[src/hdl/dma_defines.svh]
// Capture DMA width, depth and burst constants shared by the package and the RTL
`ifndef DMA_DEFINES_SVH
`define DMA_DEFINES_SVH

// Stream sample payload width
`define DMA_DATA_W 32

// Width of each of the user and dest tags carried with a sample
`define DMA_TAG_W 16

// AXI write data width that holds two tagged samples per beat
`define DMA_BEAT_W 128

// AXI address width
`define DMA_ADDR_W 49

// AXI ID width
`define DMA_ID_W 2

// Capture buffer address width for a buffer of 1024 samples
`define DMA_BUF_AW 10

// Beats in every INCR burst
`define DMA_BURST_BEATS 16

`endif
[src/hdl/dma_pkg.sv]
// Shared types of the capture DMA for samples, beats, AXI channel payloads and FSM states
`default_nettype none
`include "dma_defines.svh"

package dma_pkg;

    // One stream sample with its tags and the user tag in the top bits
    typedef struct packed {
        logic [`DMA_TAG_W-1:0]  user;
        logic [`DMA_TAG_W-1:0]  dest;
        logic [`DMA_DATA_W-1:0] data;
    } sample_t;

    // The older sample of a pair goes in the low half
    typedef struct packed {
        sample_t hi;
        sample_t lo;
    } beat_t;

    typedef struct packed {
        logic [`DMA_ADDR_W-1:0] addr;
        logic [7:0]             len;
    } aw_t;

    typedef struct packed {
        beat_t data;
        logic  last;
    } w_t;

    typedef struct packed {
        logic [1:0] resp;
    } b_t;

    typedef enum logic [1:0] {
        CAP_ARMED,
        CAP_POST,
        CAP_DRAIN
    } cap_state_e;

    typedef enum logic [2:0] {
        WR_IDLE,
        WR_ADDR,
        WR_DATA,
        WR_RESP,
        WR_DONE
    } wr_state_e;

endpackage

`default_nettype wire

[src/hdl/beat_packer.sv]
// Sample pair packer that builds 128-bit beats and buffers them in a two-entry FIFO
`default_nettype none
`include "dma_defines.svh"

module beat_packer (
    input  wire                     axi_out,
    input  wire                     rst_n,
    input  wire                     buf_valid,
    output logic                    buf_ready,
    input  wire dma_pkg::sample_t   buf_sample,
    output logic                    beat_valid,
    input  wire                     beat_ready,
    output dma_pkg::beat_t          beat
);

    import dma_pkg::*;

    sample_t    lo_q;
    logic       half_q;
    beat_t      fifo [2];
    logic       wr_idx;
    logic       rd_idx;
    logic [1:0] count;
    logic       take;
    logic       push;
    logic       pop;

    // The first sample of a pair can always be held while the second needs FIFO room
    assign buf_ready  = !half_q || (count != 2'd2);
    assign take       = buf_valid && buf_ready;
    assign push       = take && half_q;
    assign pop        = beat_valid && beat_ready;

    assign beat_valid = (count != 2'd0);
    assign beat       = fifo[rd_idx];

    always_ff @(posedge axi_out or negedge rst_n) begin
        if (!rst_n) begin
            half_q <= 1'b0;
            wr_idx <= 1'b0;
            rd_idx <= 1'b0;
            count  <= 2'd0;
        end else begin
            if (take) begin
                half_q <= !half_q;
            end
            if (push) begin
                wr_idx <= !wr_idx;
            end
            if (pop) begin
                rd_idx <= !rd_idx;
            end
            case ({push, pop})
                2'b10:   count <= count + 1'b1;
                2'b01:   count <= count - 1'b1;
                default: count <= count;
            endcase
        end
    end

    always_ff @(posedge axi_out) begin
        if (take && !half_q) begin
            lo_q <= buf_sample;
        end
        if (push) begin
            fifo[wr_idx] <= '{hi: buf_sample, lo: lo_q};
        end
    end

endmodule

`default_nettype wire

[config.mk]
export PLATFORM = sky130hd
export DESIGN_NAME = beat_packer
export DESIGN_NICKNAME = d
export VERILOG_FILES = /design/src/hdl/dma_pkg.sv /design/src/hdl/beat_packer.sv
export VERILOG_INCLUDE_DIRS = /design/src /design/src/hdl
export SDC_FILE = /design/constraint.sdc
export NUM_CORES = 1
export LEC_CHECK = 0
export BUFFER_PORTS_ARGS = -buffer_cell sky130_fd_sc_hd__buf_2
export CAP_MARGIN = 20
export CORE_MARGIN = 4
export CORE_UTILIZATION = 50
export CTS_BUF_LIST = sky130_fd_sc_hd__clkbuf_2 sky130_fd_sc_hd__clkbuf_4 sky130_fd_sc_hd__clkbuf_8
export DETAILED_ROUTE_END_ITERATION = 10
export PLACE_DENSITY = 0.84
export SKIP_LAST_GASP = 1
export SLEW_MARGIN = 20
export SYNTH_ARGS = -nofsm -noshare
export SYNTH_HDL_FRONTEND = slang
export SYNTH_SLANG_ARGS = --single-unit
[constraint.sdc]
create_clock -name axi_out -period 10.25 [get_ports axi_out]
set_input_delay 2.05 -clock axi_out [delete_from_list [all_inputs] [get_ports axi_out]]
set_output_delay 2.05 -clock axi_out [all_outputs]
set_load 0.03 [all_outputs]
==> results.json <==
{
  "syn_area_um2": 11400,
  "end_kind": "primary output",
  "cp_num_buf_inv": 2,
  "hold_viol": 0,
  "wl_per_cell_um": 18.8,
  "nFillCells": 1598,
  "synth_area_leaders": "edfxtp_1 (84%), mux2_2 (13%), buf_6 (1.3%)",
  "slew_viol_final": 0,
  "fin_skew_ps": 13.7,
  "cts-root-buf": "clkbuf_8",
  "wirelength_um": 19600,
  "critPathMaxFanout": 68,
  "grt_use_total_pct": 15.4,
  "ys_types": 17,
  "die_w_um": 159,
  "cts_inserted_buffers": 48,
  "clk_pin_slew_ps": 60,
  "clock_latency_ps": 530,
  "vias_per_cell": 4.98,
  "critPathRequiredTime_ps": 8200,
  "cts_resized": 0,
  "postRouteAntennaNets": 0,
  "powerDensity_nw_per_um2": 303,
  "r2r_cells": 6,
  "start_util_pct": 50.7,
  "yosys_register_bits": 325,
  "ir_drop_mv": 0.177,
  "gr-max-usage-layer": "met2",
  "via_count": 5211,
  "ios": 198,
  "fin_tns_setup_ps": 0,
  "p_int_mw": 2.71,
  "worst_pin_slew_ps": 968,
  "synth_nets": 554,
  "seq_power_share_pct": 46.6,
  "yosys_warnings": 0,
  "post-cts-setup-buffers": 0,
  "yosysTopAreaCell": "edfxtp_1",
  "fin_nets": 792,
  "met3_usage_pct": 5.18,
  "place_inst": 958,
  "r2r_slack_ps": 7330,
  "coreArea_um2": 22600,
  "globalplace.congestion": 0.728,
  "setup_viol": 0,
  "mostFrequentLayoutCells": "edfxtp_1 (320), buf_2 (197), mux2_2 (128)",
  "p_clk_share_pct": 23.0,
  "syn_inst": 485,
  "cts_buffer_depth": 3,
  "io_buffers": 197,
  "final_common_cell": "edfxtp_1",
  "cp.arrival_ps": 3070,
  "hpwl_um": 11700,
  "power_switching_mw": 1.40,
  "p_sw_share_pct": 34.0,
  "cts.sinks": 325,
  "cts_tree": "yes",
  "dr.pass1.iters": 4,
  "htreeDepth": 2,
  "worst_path_largest_cell_delay_ps": 1010,
  "min_path_cells": 0,
  "slew_headroom_pct": 35.5,
  "yosys.area.top_type_share_pct": 83.9,
  "power_leakage_nw": 4.83,
  "cap_violations": 0,
  "p_total_mw": 4.11,
  "area_growth_syn_to_layout_pct": 18.7,
  "syn_area_per_cell_um2": 23.6,
  "fmax_mhz": 195,
  "die_y_um": 159,
  "grt_max_degree": 72,
  "grt_overflow": 0,
  "fin_util_pct": 60.2,
  "design.die.area_um2": 25400,
  "drt_iter0_markers": 261,
  "grt_setup_unrepaired": "no",
  "hold_end": "fifo[1][54]$_DFFE_PP_",
  "stdcell_count": 1046,
  "rows": 55,
  "hold_start": "lo_q[54]$_DFFE_PP_",
  "use_met2_pct": 25.6,
  "rr_startpoint": "count[0]$_DFFE_PN0P_",
  "period_needed_ps": 5120,
  "fin_crit_sh_pct": 50.0,
  "drc": 0,
  "grt_use_met1_pct": 19.2,
  "yosysSeqAreaShare_pct": 85.0,
  "cp_slowest_cell": "dfrtp_4",
  "status": "finished, final reports clean",
  "grt_pass1_vias": 5649,
  "crit_chain": "buf_4, mux2_2, buf_2",
  "p_comb_share_pct": 30.3,
  "holdBufCountCts": 0,
  "grt_pass1_wl_um": 30900,
  "worst-setup-path-type": "reg -> out",
  "crit_family": "flip-flops",
  "reg2reg_to": "fifo[0][55]$_DFFE_PP_",
  "drive_gt1_share_pct": 53.6,
  "startpoint_type": "flip-flop",
  "antenna_found_initial": 2,
  "worst_hold_path_type": "reg -> reg"
}
flip-flops by register name, summed over array words and instances (netlist names):
register and count:
fifo 256, wr_idx 1, lo_q 64, rd_idx 1, count 2, half_q 1
stage by stage:
stage               hold slack [ps]  setup slack, ps  cell area, um2
detailed placement              429             5660           12700
floorplan                       421             2020           11400
global route                    449             4960           13600
global placement                422             5660           12700
CTS                             438             5080           13600
finish                          437             5130           13600
metal layers:
metal | part of all wire (%) | vias up
met2 | 50 | 165
met5 | 0 | -
li1 | - | 2422
met4 | 2.2 | 0
met3 | 7.0 | 40
met1 | 41 | 2584
cell usage after synthesis, drive strengths merged:
cell type and count:
nor2 4, xnor2 3, ha 1, nor2b 1, edfxtp 320, nand3b 1
mux2 128, inv 1, xor2 2, nand2b 1, dfrtp 5, and2 2
buf 14, and3 1, or2 1
power groups by stage:
stage | Clock (mW) | Combinational [mW] | Sequential (mW)
3_5_place_dp | 0 | 1.26 | 1.95
5_1_grt | 1.04 | 1.32 | 1.95
4_1_cts | 0.981 | 1.27 | 1.92
6_report | 0.947 | 1.25 | 1.92
3_3_place_gp | 0 | 1.25 | 1.93
2_1_floorplan | 0 | 1.01 | 1.90
how the worst max path moves through the flow:
| stage | from | end | slack (ps) | cells past startpoint |
|---|---|---|---|---|
| finish | rd_idx$_DFFE_PN0P_ | beat[63] | 5130 | 3 |
| global route | rd_idx$_DFFE_PN0P_ | beat[63] | 4960 | 3 |
| floorplan | buf_valid | fifo[0][0]$_DFFE_PP_ | 2020 | 3 |
| CTS | rd_idx$_DFFE_PN0P_ | beat[63] | 5080 | 3 |
| detailed placement | rd_idx$_DFFE_PN0P_ | beat[63] | 5660 | 3 |
| global placement | rd_idx$_DFFE_PN0P_ | beat[105] | 5660 | 3 |
area by class of cell:
cell class                      count  area, um2  area share [%]
Sequential cell                   325       9740            71.7
Multi-Input combinational cell    145       1580            11.6
Timing Repair Buffer              202       1020            7.53
Clock buffer                       66        802            5.90
Tap cell                          285        357            2.62
Clock inverter                     20       81.3           0.599
Antenna cell                        2       5.00          0.0368
Inverter                            1       3.75          0.0276
cell families after synthesis:
family / Yosys count / share of synthesized area, %
and+or+nand+nor: 11 / 0.547
xor gates and xnor gates: 5 / 0.383
DFF: 325 / 85.0
buffers and inverters: 15 / 1.35
adders and majority gates: 1 / 0.109
muxes: 128 / 12.6
Note: power is estimated with default switching activity, not from simulation.
