`config.mk`:
```
export PLATFORM = sky130hd
export DESIGN_NAME = burst_writer
export DESIGN_NICKNAME = d
export VERILOG_FILES = /design/src/hdl/dma_pkg.sv /design/src/hdl/burst_writer.sv
export VERILOG_INCLUDE_DIRS = /design/src /design/src/hdl
export SDC_FILE = /design/constraint.sdc
export NUM_CORES = 1
export LEC_CHECK = 0
export BUFFER_PORTS_ARGS = -buffer_cell sky130_fd_sc_hd__buf_2
export CAP_MARGIN = 25
export CORE_AREA = 2 2 159 161
export CTS_CLUSTER_DIAMETER = 30
export CTS_CLUSTER_SIZE = 25
export DETAILED_ROUTE_END_ITERATION = 12
export DIE_AREA = 0 0 161 163
export PLACE_DENSITY_LB_ADDON = 0.1
export SETUP_SLACK_MARGIN = 0.2
export SLEW_MARGIN = 5
export SYNTH_ARGS = -nofsm -noshare
export SYNTH_HDL_FRONTEND = slang
export SYNTH_SLANG_ARGS = --single-unit
```
`constraint.sdc`:
```
create_clock -name axi_out -period 9.2 [get_ports axi_out]
set_input_delay 1.84 -clock axi_out [delete_from_list [all_inputs] [get_ports axi_out]]
set_output_delay 1.84 -clock axi_out [all_outputs]
set_load 0.005 [all_outputs]
```
`src/hdl/dma_defines.svh`:
```
// Capture DMA width, depth and burst constants shared by the package and the RTL
`ifndef DMA_DEFINES_SVH
`define DMA_DEFINES_SVH

// Stream sample payload width
`define DMA_DATA_W 32

// Width of each of the user and dest tags carried with a sample
`define DMA_TAG_W 16

// AXI write data width that holds two tagged samples per beat
`define DMA_BEAT_W 128

// AXI address width
`define DMA_ADDR_W 49

// AXI ID width
`define DMA_ID_W 2

// Capture buffer address width for a buffer of 1024 samples
`define DMA_BUF_AW 10

// Beats in every INCR burst
`define DMA_BURST_BEATS 16

`endif
```
`src/hdl/dma_pkg.sv`:
```
// Shared types of the capture DMA for samples, beats, AXI channel payloads and FSM states
`default_nettype none
`include "dma_defines.svh"

package dma_pkg;

    // One stream sample with its tags and the user tag in the top bits
    typedef struct packed {
        logic [`DMA_TAG_W-1:0]  user;
        logic [`DMA_TAG_W-1:0]  dest;
        logic [`DMA_DATA_W-1:0] data;
    } sample_t;

    // The older sample of a pair goes in the low half
    typedef struct packed {
        sample_t hi;
        sample_t lo;
    } beat_t;

    typedef struct packed {
        logic [`DMA_ADDR_W-1:0] addr;
        logic [7:0]             len;
    } aw_t;

    typedef struct packed {
        beat_t data;
        logic  last;
    } w_t;

    typedef struct packed {
        logic [1:0] resp;
    } b_t;

    typedef enum logic [1:0] {
        CAP_ARMED,
        CAP_POST,
        CAP_DRAIN
    } cap_state_e;

    typedef enum logic [2:0] {
        WR_IDLE,
        WR_ADDR,
        WR_DATA,
        WR_RESP,
        WR_DONE
    } wr_state_e;

endpackage

`default_nettype wire

```
`src/hdl/burst_writer.sv`:
```
// AXI4 burst write engine that stores beats as 16-beat INCR bursts and reports completion
`default_nettype none
`include "dma_defines.svh"

module burst_writer (
    input  wire                         axi_out,
    input  wire                         rst_n,
    input  wire                         beat_valid,
    output logic                        beat_ready,
    input  wire dma_pkg::beat_t         beat,
    input  wire [`DMA_ADDR_W-1:0]       dma_base_addr,
    input  wire [`DMA_BUF_AW:0]         packet_length,
    output logic                        awvalid,
    input  wire                         awready,
    output logic [`DMA_ADDR_W-1:0]      awaddr,
    output logic [7:0]                  awlen,
    output logic [2:0]                  awsize,
    output logic [1:0]                  awburst,
    output logic [`DMA_ID_W-1:0]        awid,
    output logic                        wvalid,
    input  wire                         wready,
    output logic [`DMA_BEAT_W-1:0]      wdata,
    output logic [`DMA_BEAT_W/8-1:0]    wstrb,
    output logic                        wlast,
    input  wire                         bvalid,
    output logic                        bready,
    input  wire [1:0]                   bresp,
    output logic                        drain_done,
    output logic                        dma_error
);

    import dma_pkg::*;

    localparam logic [1:0] RESP_OKAY = 2'b00;
    localparam int BEAT_BYTES  = `DMA_BEAT_W / 8;
    localparam int BURST_BYTES = BEAT_BYTES * `DMA_BURST_BEATS;
    localparam int BEAT_CW     = $clog2(`DMA_BURST_BEATS);
    // Samples per burst is a power of two, so the burst count is a shift
    localparam int BURST_SHIFT = $clog2(`DMA_BURST_BEATS * `DMA_BEAT_W / $bits(sample_t));

    wr_state_e              state;
    logic [`DMA_ADDR_W-1:0] addr_off;
    logic [BEAT_CW-1:0]     beat_cnt;
    logic [`DMA_BUF_AW:0]   burst_cnt;
    logic [`DMA_BUF_AW:0]   burst_total;
    logic                   w_done;
    logic                   w_phase;
    logic                   aw_fire;
    logic                   w_fire;
    logic                   b_fire;
    aw_t                    aw_c;
    w_t                     w_c;
    b_t                     b_c;

    assign burst_total = packet_length >> BURST_SHIFT;

    assign aw_c.addr = dma_base_addr + addr_off;
    assign aw_c.len  = 8'(`DMA_BURST_BEATS - 1);
    assign w_c.data  = beat;
    assign w_c.last  = (beat_cnt == BEAT_CW'(`DMA_BURST_BEATS - 1));
    assign b_c.resp  = bresp;

    assign awaddr  = aw_c.addr;
    assign awlen   = aw_c.len;
    assign awsize  = 3'($clog2(BEAT_BYTES));
    assign awburst = 2'b01;
    assign awid    = '0;

    // Data may flow while the address is still waiting for awready
    assign w_phase    = ((state == WR_ADDR) || (state == WR_DATA)) && !w_done;
    assign wvalid     = w_phase && beat_valid;
    assign beat_ready = w_phase && wready;
    assign wdata      = w_c.data;
    assign wstrb      = '1;
    assign wlast      = w_c.last;

    assign bready     = (state == WR_RESP);
    assign drain_done = (state == WR_DONE);

    assign aw_fire = awvalid && awready;
    assign w_fire  = wvalid && wready;
    assign b_fire  = bvalid && bready;

    always_ff @(posedge axi_out or negedge rst_n) begin
        if (!rst_n) begin
            state     <= WR_IDLE;
            awvalid   <= 1'b0;
            addr_off  <= '0;
            beat_cnt  <= '0;
            burst_cnt <= '0;
            w_done    <= 1'b0;
            dma_error <= 1'b0;
        end else begin
            if (w_fire) begin
                beat_cnt <= beat_cnt + 1'b1;
            end

            case (state)
                WR_IDLE: begin
                    if (beat_valid) begin
                        state <= WR_ADDR;
                        // First burst of a new capture starts with a clean error flag
                        if (burst_cnt == '0) begin
                            dma_error <= 1'b0;
                        end
                    end
                end
                WR_ADDR: begin
                    if (!awvalid) begin
                        awvalid <= 1'b1;
                    end
                    if (w_fire && w_c.last) begin
                        w_done <= 1'b1;
                    end
                    if (aw_fire) begin
                        awvalid  <= 1'b0;
                        addr_off <= addr_off + BURST_BYTES;
                        if (w_done || (w_fire && w_c.last)) begin
                            state <= WR_RESP;
                        end else begin
                            state <= WR_DATA;
                        end
                    end
                end
                WR_DATA: begin
                    if (w_fire && w_c.last) begin
                        state <= WR_RESP;
                    end
                end
                WR_RESP: begin
                    w_done <= 1'b0;
                    if (b_fire) begin
                        if (b_c.resp != RESP_OKAY) begin
                            dma_error <= 1'b1;
                        end
                        if ((burst_cnt + 1'b1) == burst_total) begin
                            state <= WR_DONE;
                        end else begin
                            burst_cnt <= burst_cnt + 1'b1;
                            state     <= WR_IDLE;
                        end
                    end
                end
                WR_DONE: begin
                    // Next capture writes from the base address again
                    addr_off  <= '0;
                    burst_cnt <= '0;
                    state     <= WR_IDLE;
                end
                default: state <= WR_IDLE;
            endcase
        end
    end

endmodule

`default_nettype wire

```
==> reports/metrics.yaml, run 1 <==
status: "completed"
rsz0062_at_grt: "false"
slowest_delay_ns: 0.72
numCtsBuffers: 9
grt_antenna_before_repair: 1
power.share.clock_pct: 34.5
drive_gt1_share_pct: 16.30
port_buffers: 102
finalCriticalPeriod_ns: 6.871
clock_skew_ns: 0.006411
start_util_pct: 27.59
synth-xor-area-share_pct: 9.522
switchingPower_mw: 0.3414
grt_pass1_wl_mm: 29.09
clock_latency_ns: 0.34
power.internal_mw: 0.6463
slew_violations: 0
combPwrFrac_pct: 29.4
netlist_top_cells_area: "dfrtp_1 (23%), buf_4 (18%), ha_1 (8.1%)"
grt_pass1_vias: 5443
die_h_um: 163
htree_levels: 3
ys.flop_type: "dfrtp_1"
place_congestion: 0.7565
finalHoldViolCount: 0
drt-initial-drc-count: 268
crit_chain: "buf_2 > ha_1 > a21oi_1 > o22ai_1 > o211ai_1 > a21oi_1 > a311oi_1 > o211ai_1 > a31oi_1 > xnor2_1 > buf_2"
final_core_util_pct: 27.46
grt.overflow.total: 0
synth_most_common_cell: "buf_4"
synth-edff-count: 0
pwr-share-seq_pct: 36.1
relSlewSlack_pct: 42.44
fmaxAchievable_ghz: 0.1455
ys_seq_elements: 62
wl_mm: 17.85
holdBufCountCts: 0
synth_area_per_cell_sq_um: 7.815
final_cells: 1153
hp-class: "reg -> reg"
synthMuxAreaShare_pct: 0.2941
drv_cap: 0
synth_top_family_by_area: "simple AND/OR/NAND/NOR gates"
crit_fanout: 6
hpwlAfterDp_mm: 14.00
die_x_um: 161
clock-sinks: 62
dieArea_sq_um: 26240
yosys_warnings: 0
tritoncts: "built"
ys_top_cells_by_count: "buf_4 (163), nand2_1 (73), a21oi_1 (67)"
routedWlPerCell_um: 15.48
vdd_drop_max_v: 0.0001094
power.density_nw_per_um2: 145.7
min_period_over_period_pct: 74.68
coreArea_sq_um: 24670
synth.top_cell.area_share_pct: 22.79
syn2layout_area_growth_pct: -0.4412
yosys.area.top_type: "dfrtp_1"
worstMarginPinSlew_ns: 0.8634
cts_resized: 0
synth_compound_area_share_pct: 16.65
postRouteAntennaNets: 0
grt_use_total_pct: 13.92
cp-start-kind: "primary input"
tns_ns: 0
place_inst: 1136
cts_setup_buffers: 0
crit_slowest_cell: "a311oi_1"
r2r_setup_slack_ns: 6.29
switching_share_pct: 34.56
async_flop_share_pct: 100.0
clk_pin_slew_ns: 0.05
synthesis.area_sq_um: 6807
root_buffer: "clkbuf_16"
critPathRequiredTime_ns: 7.36
setup_viol_count_final: 0
synthDistinctLibCells: 56
synth-seq-area-share_pct: 22.79
synth_fa_ha_area_share_pct: 8.088
layout.nets: 1057
synth_cells: 871
path_class: "in -> out"
dr.pass1.iters: 4
drc: 0
cp-end-kind: "primary output"
synth-simple-area-share_pct: 21.45
via_per_inst: 4.726
pin_count: 411
clockBufferDepth: 2
grt_max_degree: 63
std_cell_rows: 58
leakage_nw: 3.060
worstPathArrival_ns: 5.03
dp_slack_ns: 2.239
route.vias.total: 5449
setup_ws_ns: 2.329
layout make-up:
cell class / instances / area, sq um
antenna: 1 / 2.502
inverter: 17 / 63.81
tap: 330 / 412.9
sequential: 62 / 1551
multi-input combinational: 623 / 3929
clock buffer: 10 / 229.0
timing repair buffer: 104 / 525.5
clock inverter: 6 / 62.56
fill: 2788 / 17900
stage by stage:
stage	hold slack [ns]	power, mW	instance area (sq um)
2_1_floorplan	0.4376	0.6038	6915
5_1_grt	0.4954	1.067	6774
3_3_place_gp	0.4642	0.6613	6482
3_5_place_dp	0.4589	0.6590	6482
4_1_cts	0.4699	1.013	6774
6_report	0.4602	0.9877	6777
kinds of logic (layout without fill, tap and decap cells):
kind of cell    Yosys count  in the layout
simple gates            285            285
fa+ha+maj                44             44
flops                    62             62
mux                       2              2
other cells               2             32
compound gates          187            187
buf+inv                 215            137
xor+xnor                 74             74
per-layer routing:
metal	share of wire (%)	track usage [%]	vias up
li1	-	-	2750
met1	45	17.20	2502
met2	47	23.31	160
met3	7.2	5.042	37
met4	1.0	2.963	0
met5	0	0	-
critical path, delay by kind of cell:
| kind | cells | cell delay (ns) |
|---|---|---|
| adders and majority gates | 1 | 0.31 |
| xor gates and xnor gates | 1 | 0.13 |
| buffers and inverters | 2 | 0.22 |
| AOI/OAI and AO/OA | 7 | 2.51 |
power groups by stage:
stage	clock network, mW	registers (mW)	logic (mW)
4_1_cts	0.356	0.358	0.299
3_5_place_dp	0	0.362	0.297
3_3_place_gp	0	0.364	0.297
6_report	0.341	0.357	0.290
2_1_floorplan	0	0.335	0.269
5_1_grt	0.365	0.367	0.336
state kept, by name, indices dropped and copies added (netlist names):
name and flops:
addr_off 41, burst_cnt 11, beat_cnt 4, state 3, awvalid 1, dma_error 1, w_done 1
final timing paths:
kind | start | to | depth (start not counted)
min | beat_cnt[3] | beat_cnt[3] | 1
min in group asynchronous | rst_n | addr_off[9] | 2
max reg2reg | burst_cnt[0] | burst_cnt[9] | 9
min reg2reg | beat_cnt[3] | beat_cnt[3] | 1
max | dma_base_addr[9] | awaddr[47] | 11
max in group asynchronous | rst_n | addr_off[11] | 2
cells in the final DEF, fill, tap and decap left out, types with 20 or more instances in the layout:
cell type | netlist | layout
xnor2_1 | 39 | 39
nand2_1 | 73 | 73
a21oi_1 | 67 | 67
ha_1 | 44 | 44
dfrtp_1 | 62 | 62
nor2_1 | 65 | 65
nand4_1 | 20 | 20
buf_2 | 1 | 102
conb_1 | 2 | 31
o21ai_0 | 45 | 45
xor2_1 | 35 | 35
nand3_1 | 29 | 29
No activity file was read; power rests on OpenSTA's default activity.
==> run 2, diff against run 1 <==
--- a/config.mk
+++ b/config.mk
@@ -6,13 +6,14 @@
 export SDC_FILE = /design/constraint.sdc
 export NUM_CORES = 1
 export LEC_CHECK = 0
+export ABC_AREA = 1
 export BUFFER_PORTS_ARGS = -buffer_cell sky130_fd_sc_hd__buf_2
 export CAP_MARGIN = 25
-export CORE_AREA = 2 2 159 161
+export CORE_AREA = 2 2 161 163
 export CTS_CLUSTER_DIAMETER = 30
 export CTS_CLUSTER_SIZE = 25
 export DETAILED_ROUTE_END_ITERATION = 12
-export DIE_AREA = 0 0 161 163
+export DIE_AREA = 0 0 163 165
 export PLACE_DENSITY_LB_ADDON = 0.1
 export SETUP_SLACK_MARGIN = 0.2
 export SLEW_MARGIN = 5
==> constraint.sdc (replaced) <==
create_clock -name axi_out -period 6.9 [get_ports axi_out]
set_input_delay 1.38 -clock axi_out [delete_from_list [all_inputs] [get_ports axi_out]]
set_output_delay 1.38 -clock axi_out [all_outputs]
set_load 0.005 [all_outputs]
==> reports/metrics.yaml, run 2 <==
status: "completed"
reg_top3: "addr_off (41), burst_cnt (11), beat_cnt (4)"
clk_pin_slew_ns: 0.05  # about the same
mostFrequentLayoutCells: "nand2_1 (270), nor2_1 (132), inv_1 (128)"
via_per_inst: 4.802  # +1.6%
path_class: "in -> out"
drt-initial-drc-count: 377  # +41%
drc: 0  # unchanged
pin_count: 411  # unchanged
synth_cells: 1216  # +40%
clockBufferDepth: 2  # unchanged
synth_area_per_cell_sq_um: 6.419  # -18%
setup_viol_count_final: 0  # unchanged
synth-seq-area-share_pct: 19.88  # -2.9 points
synthesis.area_sq_um: 7805  # +15%
rsz0062_at_grt: "false"
cts_setup_buffers: 0  # unchanged
syn2layout_area_growth_pct: 0.5129
final_cells: 1517  # +32%
fillCellCount: 2902  # +4.1%
std_cell_rows: 58  # unchanged
holdBufCountCts: 0  # unchanged
synth-edff-count: 0  # unchanged
ys_seq_elements: 62  # unchanged
netlist_top_cells_area: "dfrtp_1 (20%), buf_4 (15%), nand2_1 (13%)"
slowest_delay_ns: 0.48  # -0.24 ns
power.internal_mw: 0.9859  # +53%
pwr-share-seq_pct: 30.6  # -5.5 points
power.share.clock_pct: 24.3  # -10 points
power_mw: 1.752  # +77%
async_flop_share_pct: 100.0  # unchanged
finalCriticalPeriod_ns: 4.961
synth_most_common_cell: "nand2_1"
final_common_cell: "nand2_1"
wl_mm: 24.71  # +38%
place_congestion: 0.9160  # +21%
largest-register: "addr_off"
ys_top_cells_by_count: "nand2_1 (270), buf_4 (161), nor2_1 (132)"
clock_skew_ns: 0.006152  # -0.0002589 ns
cp.buffers_inverters: 2  # unchanged
relSlewSlack_pct: 42.18  # -0.26 points
ys.flop_type: "dfrtp_1"
largest_reg_flops: 41  # unchanged
synthDistinctLibCells: 45  # -20%
cp-start-kind: "primary input"
crit_chain: "buf_2 > ha_1 > a21oi_1 > nand2_1 > a21oi_1 > o21bai_1 > nand2_1 > nand2_1 > xor2_1 > buf_2"
dieArea_sq_um: 26900  # +2.5%
worstMarginPinSlew_ns: 0.8672  # +0.003838 ns
die_x_um: 163  # +1.2%
routedWlPerCell_um: 16.29  # +5.2%
drive_gt1_share_pct: 12.72  # -3.6 points
crit_family: "compound AO/OA/AOI/OAI gates"
clock-sinks: 62  # unchanged
n_antenna_cell: 0  # -1
hp-class: "reg -> reg"
tns_ns: 0  # unchanged
root_buffer: "clkbuf_16"
layout.nets: 1423  # +35%
tritoncts: "built"
grt.overflow.total: 0  # unchanged
clock_latency_ns: 0.34  # about the same
min_period_over_period_pct: 71.89
grt_use_total_pct: 18.58  # +4.7 points
numCtsBuffers: 9  # unchanged
crit_top_cell: "nand2_1"
crit_slowest_cell: "a21oi_1"
power.density_nw_per_um2: 223.3  # +53%
switching_share_pct: 43.72  # +9.2 points
vdd_drop_max_v: 0.0001286  # +18%
htree_levels: 3  # unchanged
dp_slack_ns: 1.887  # -0.3520 ns
critPathRequiredTime_ns: 5.52  # -1.84 ns
finalHoldViolCount: 0  # unchanged
leakage_nw: 3.945  # +29%
grt_pass1_vias: 7201  # +32%
dr.pass1.iters: 6  # +2
port_buffers: 102  # unchanged
combPwrFrac_pct: 45.0  # +16 points
drv_cap: 0  # unchanged
grt_max_degree: 63  # unchanged
slew_violations: 0  # unchanged
place_inst: 1502  # +32%
coreArea_sq_um: 25040  # +1.5%
postRouteAntennaNets: 0  # unchanged
worstPathArrival_ns: 3.58  # -1.45 ns
synth.top_cell.area_share_pct: 19.88  # -2.9 points
yosys_warnings: 0  # unchanged
cp-end-kind: "primary output"
hpwlAfterDp_mm: 20.75  # +48%
yosys.area.top_type: "dfrtp_1"
grt_antenna_before_repair: 0  # -1
grt_pass1_wl_mm: 38.30  # +32%
switchingPower_mw: 0.7659  # +120%
route.vias.total: 7285  # +34%
start_util_pct: 31.17  # +3.6 points
cts_resized: 0  # unchanged
fmaxAchievable_ghz: 0.2016
crit_fanout: 6  # unchanged
die_h_um: 165  # +1.2%
setup_ws_ns: 1.939  # -0.3901 ns
## run 2: cell families after synthesis
kind of cell / synth area share (%)
fa+ha+maj: 7.054
xor+xnor: 4.601
flops: 19.88
simple gates: 32.86
buf+inv: 22.80
compound gates: 12.71
other cells: 0.09622
## run 2: final cells by class
type	count	area (sq um)	share of cell area, %
clock buffer	14	264.0	3.365
clock inverter	1	5.005	0.06380
inverter	132	495.5	6.316
multi-input combinational	873	4583	58.42
sequential	62	1551	19.78
tap	330	412.9	5.263
timing repair buffer	105	533.0	6.794
## run 2: power groups by stage
| stage | sequential [mW] | clock [mW] | combinational [mW] |
|---|---|---|---|
| finish | 0.537 | 0.426 | 0.789 |
| global route | 0.548 | 0.457 | 0.899 |
| CTS | 0.537 | 0.440 | 0.799 |
| detailed placement | 0.541 | 0 | 0.795 |
| global placement | 0.542 | 0 | 0.796 |
| floorplan | 0.494 | 0 | 0.622 |
## run 2: worst paths after layout
kind                                   start           end  slack [ns]  cells past startpoint
max reg2reg                     burst_cnt[0]  burst_cnt[5]        4.38                     15
max in group asynchronous              rst_n  burst_cnt[6]        5.09                      2
min reg2reg                      beat_cnt[3]   beat_cnt[3]        0.47                      1
max                        dma_base_addr[10]    awaddr[29]        1.94                     10
min in group asynchronous              rst_n  burst_cnt[3]        1.19                      2
min                              beat_cnt[3]   beat_cnt[3]        0.47                      1
## run 2: through the flow
step | cell area, sq um | util, % | hold slack [ns]
6_report | 7845 | 31.33 | 0.4725
5_1_grt | 7845 | 31.33 | 0.5000
4_1_cts | 7845 | 31.33 | 0.4790
3_5_place_dp | 7576 | 30.26 | 0.4686
3_3_place_gp | 7576 | 30.26 | 0.4712
2_1_floorplan | 7914 | - | 0.4453
## run 2: worst reg2reg max path, cell delays in order, from the launching register on
cell      delay, ns
dfrtp_1        0.61
ha_1           0.27
nand2_1        0.14
nor2_2         0.18
nand2_2        0.09
clkinv_1       0.06
nand2_1        0.05
nand2_2        0.09
nand3_1        0.09
nor2_1         0.09
nand3_1        0.10
nand2_1        0.08
nand2_2        0.18
nand2_2        0.28
nand2_1        0.08
nand2_1        0.07
## run 2: per-layer routing
metal  track usage [%]  share of wire (%)
met1             22.88                 45
met2             32.47                 48
met3             3.817                5.2
met4             5.913                2.0
met5                 0                  0
==> run 3, diff against run 2 <==
--- a/config.mk
+++ b/config.mk
@@ -6,14 +6,14 @@
 export SDC_FILE = /design/constraint.sdc
 export NUM_CORES = 1
 export LEC_CHECK = 0
-export ABC_AREA = 1
+export ABC_AREA = 0
 export BUFFER_PORTS_ARGS = -buffer_cell sky130_fd_sc_hd__buf_2
 export CAP_MARGIN = 25
-export CORE_AREA = 2 2 161 163
+export CORE_AREA = 2 2 159 161
 export CTS_CLUSTER_DIAMETER = 30
 export CTS_CLUSTER_SIZE = 25
 export DETAILED_ROUTE_END_ITERATION = 12
-export DIE_AREA = 0 0 163 165
+export DIE_AREA = 0 0 161 163
 export PLACE_DENSITY_LB_ADDON = 0.1
 export SETUP_SLACK_MARGIN = 0.2
 export SLEW_MARGIN = 5
==> constraint.sdc (replaced) <==
create_clock -name axi_out -period 4.95 [get_ports axi_out]
set_input_delay 0.99 -clock axi_out [delete_from_list [all_inputs] [get_ports axi_out]]
set_output_delay 0.99 -clock axi_out [all_outputs]
set_load 0.005 [all_outputs]
==> reports/metrics.yaml, run 3 (synthesis results as in run 1) <==
status: "completed"
vdd_drop_max_v: 0.0002294  # +78%
reg_top3: "addr_off (41), burst_cnt (11), beat_cnt (4)"
drt-initial-drc-count: 297  # -21%
place_congestion: 0.7616  # -17%
postRouteAntennaNets: 0  # unchanged
min_period_over_period_pct: 91.56
root_buffer: "clkbuf_16"
routedWlPerCell_um: 15.44  # -5.2%
pin_count: 411  # unchanged
wl_mm: 17.92  # -27%
fmaxAchievable_ghz: 0.2206
rsz0062_at_grt: "true"
place_inst: 1144  # -24%
std_cell_rows: 58  # unchanged
tns_ns: 0  # unchanged
final_core_util_pct: 27.70  # -3.6 points
clock_latency_ns: 0.33  # about the same
cts_setup_buffers: 0  # unchanged
grtUsageMet2_pct: 22.86  # -9.6 points
r2r-start: "state[1]"
grt.busiest_layer: "met2"
largest_reg_flops: 41  # unchanged
drive_gt1_share_pct: 16.99  # +4.3 points
route.vias.total: 5464  # -25%
path_class: "in -> out"
tritoncts: "built"
crit_fanout: 5  # -1
r2r_setup_slack_ns: 2.01  # -2.37 ns
grt_pass1_vias: 5317  # -26%
holdBufCountCts: 0  # unchanged
worstMarginPinSlew_ns: 0.7684  # -0.09881 ns
grtUsageMet1_pct: 17.00  # -5.9 points
finalHoldViolCount: 0  # unchanged
layout.nets: 1065  # -25%
dieArea_sq_um: 26240  # -2.4%
slew_violations: 0  # unchanged
dr.pass1.iters: 4  # -2
drv_cap: 0  # unchanged
hpwlAfterDp_mm: 14.15  # -32%
rr_worst_depth: 7  # -8
clk_pin_slew_ns: 0.05  # about the same
finalCriticalPeriod_ns: 4.532
holdCritStartpoint: "beat_cnt[3]"
largest-register: "addr_off"
setup_viol_count_final: 0  # unchanged
cts_resized: 0  # unchanged
critPathRequiredTime_ns: 3.96  # -1.56 ns
mostFrequentLayoutCells: "buf_2 (102), nand2_1 (73), a21oi_1 (66)"
hp-class: "reg -> reg"
worstPathArrival_ns: 3.54  # -0.04 ns
power_mw: 1.839  # +5.0%
grt_pass1_wl_mm: 28.55  # -25%
clockBufferDepth: 2  # unchanged
numCtsBuffers: 9  # unchanged
crit_slowest_cell: "o31ai_1"
die_x_um: 161  # -1.2%
relSlewSlack_pct: 48.65  # +6.5 points
leakage_nw: 3.101  # -21%
final_common_cell: "buf_2"
hold_end: "beat_cnt[3]"
grt.overflow.total: 0  # unchanged
cp.buffers_inverters: 3  # +1
port_buffers: 102  # unchanged
crit_family: "compound AO/OA/AOI/OAI gates"
grt_use_total_pct: 13.64  # -4.9 points
start_util_pct: 27.59  # -3.6 points
r2r-end: "addr_off[39]"
clock-sinks: 62  # unchanged
crit_chain: "buf_2 > ha_1 > nand4_1 > o22ai_1 > o211ai_1 > a21oi_1 > buf_4 > nand2_1 > o31ai_1 > a21oi_1 > xnor2_1 > buf_2"
grt_max_degree: 39  # -38%
grt.met3_usage_pct: 4.711  # +0.89 points
grt_antenna_before_repair: 1  # +1
hold_path_depth: 1  # unchanged
htree_levels: 3  # unchanged
clock_skew_ns: 0.006447  # +0.0002951 ns
syn2layout_area_growth_pct: 0.4043
die_h_um: 163  # -1.2%
cp-end-kind: "primary output"
drc: 0  # unchanged
power.density_nw_per_um2: 269.1  # +21%
final_cells: 1161  # -23%
coreArea_sq_um: 24670  # -1.4%
cp-start-kind: "primary input"
slowest_delay_ns: 0.40  # -0.08 ns
via_per_inst: 4.706  # -2.0%
run 3: changes by cell type in the layout (fill, tap and decap cells not counted), moves of 9 or more:
cell,delta
a21oi_1,-10
and3_1,+12
inv_1,-111
nand2_1,-197
nand2_2,-10
nand3_1,-40
nand4_1,-9
nor2_1,-67
nor2b_1,+10
nor3_1,-28
o211ai_1,+9
or3_1,+17
xnor2_1,+29
run 3: power breakdown:
group	switching [mW]	internal, mW
registers	0.0970	0.569
clock network	0.232	0.388
logic	0.302	0.251
run 3: metrics by stage:
step	hold slack (ns)	setup slack, ns	cell area [sq um]
floorplan	0.4376	0.9008	6915
global placement	0.4609	0.2869	6543
detailed placement	0.4579	0.2321	6543
CTS	0.4700	0.2259	6827
global route	0.5016	0.1609	6832
finish	0.4639	0.4177	6834
run 3: worst max path at each step:
stage,slack (ns),to,startpoint,cells after the start
after global placement,0.29,awaddr[32],dma_base_addr[9],12
after floorplan,0.90,awaddr[46],dma_base_addr[31],10
after global routing,0.16,awaddr[46],dma_base_addr[31],11
final,0.42,awaddr[28],dma_base_addr[13],12
after detailed placement,0.23,awaddr[32],dma_base_addr[9],12
after CTS,0.23,awaddr[32],dma_base_addr[9],12
run 3: metal layers:
metal	part of all wire (%)	vias to the layer above
met5	0	-
met4	1.1	0
met3	7.5	36
met2	46	178
met1	45	2482
li1	-	2768
run 3: cell type report:
type	instances	area (sq um)
flip-flops and latches	62	1551
repair buffers	112	585.6
diodes	1	2.502
well taps	330	412.9
clock buffers	12	236.5
inverters	17	63.81
fillers	2752	17840
clock inverters	4	47.55
multi-input cells	623	3934
run 3: worst reg2reg max path, cell delays in order (launching register included):
cell and delay, ns:
dfrtp_1 0.50, or3b_4 0.47, nor3_2 0.40, nand4_1 0.41
nor2_2 0.41, nand2_1 0.19, or3_1 0.34, a21oi_1 0.14
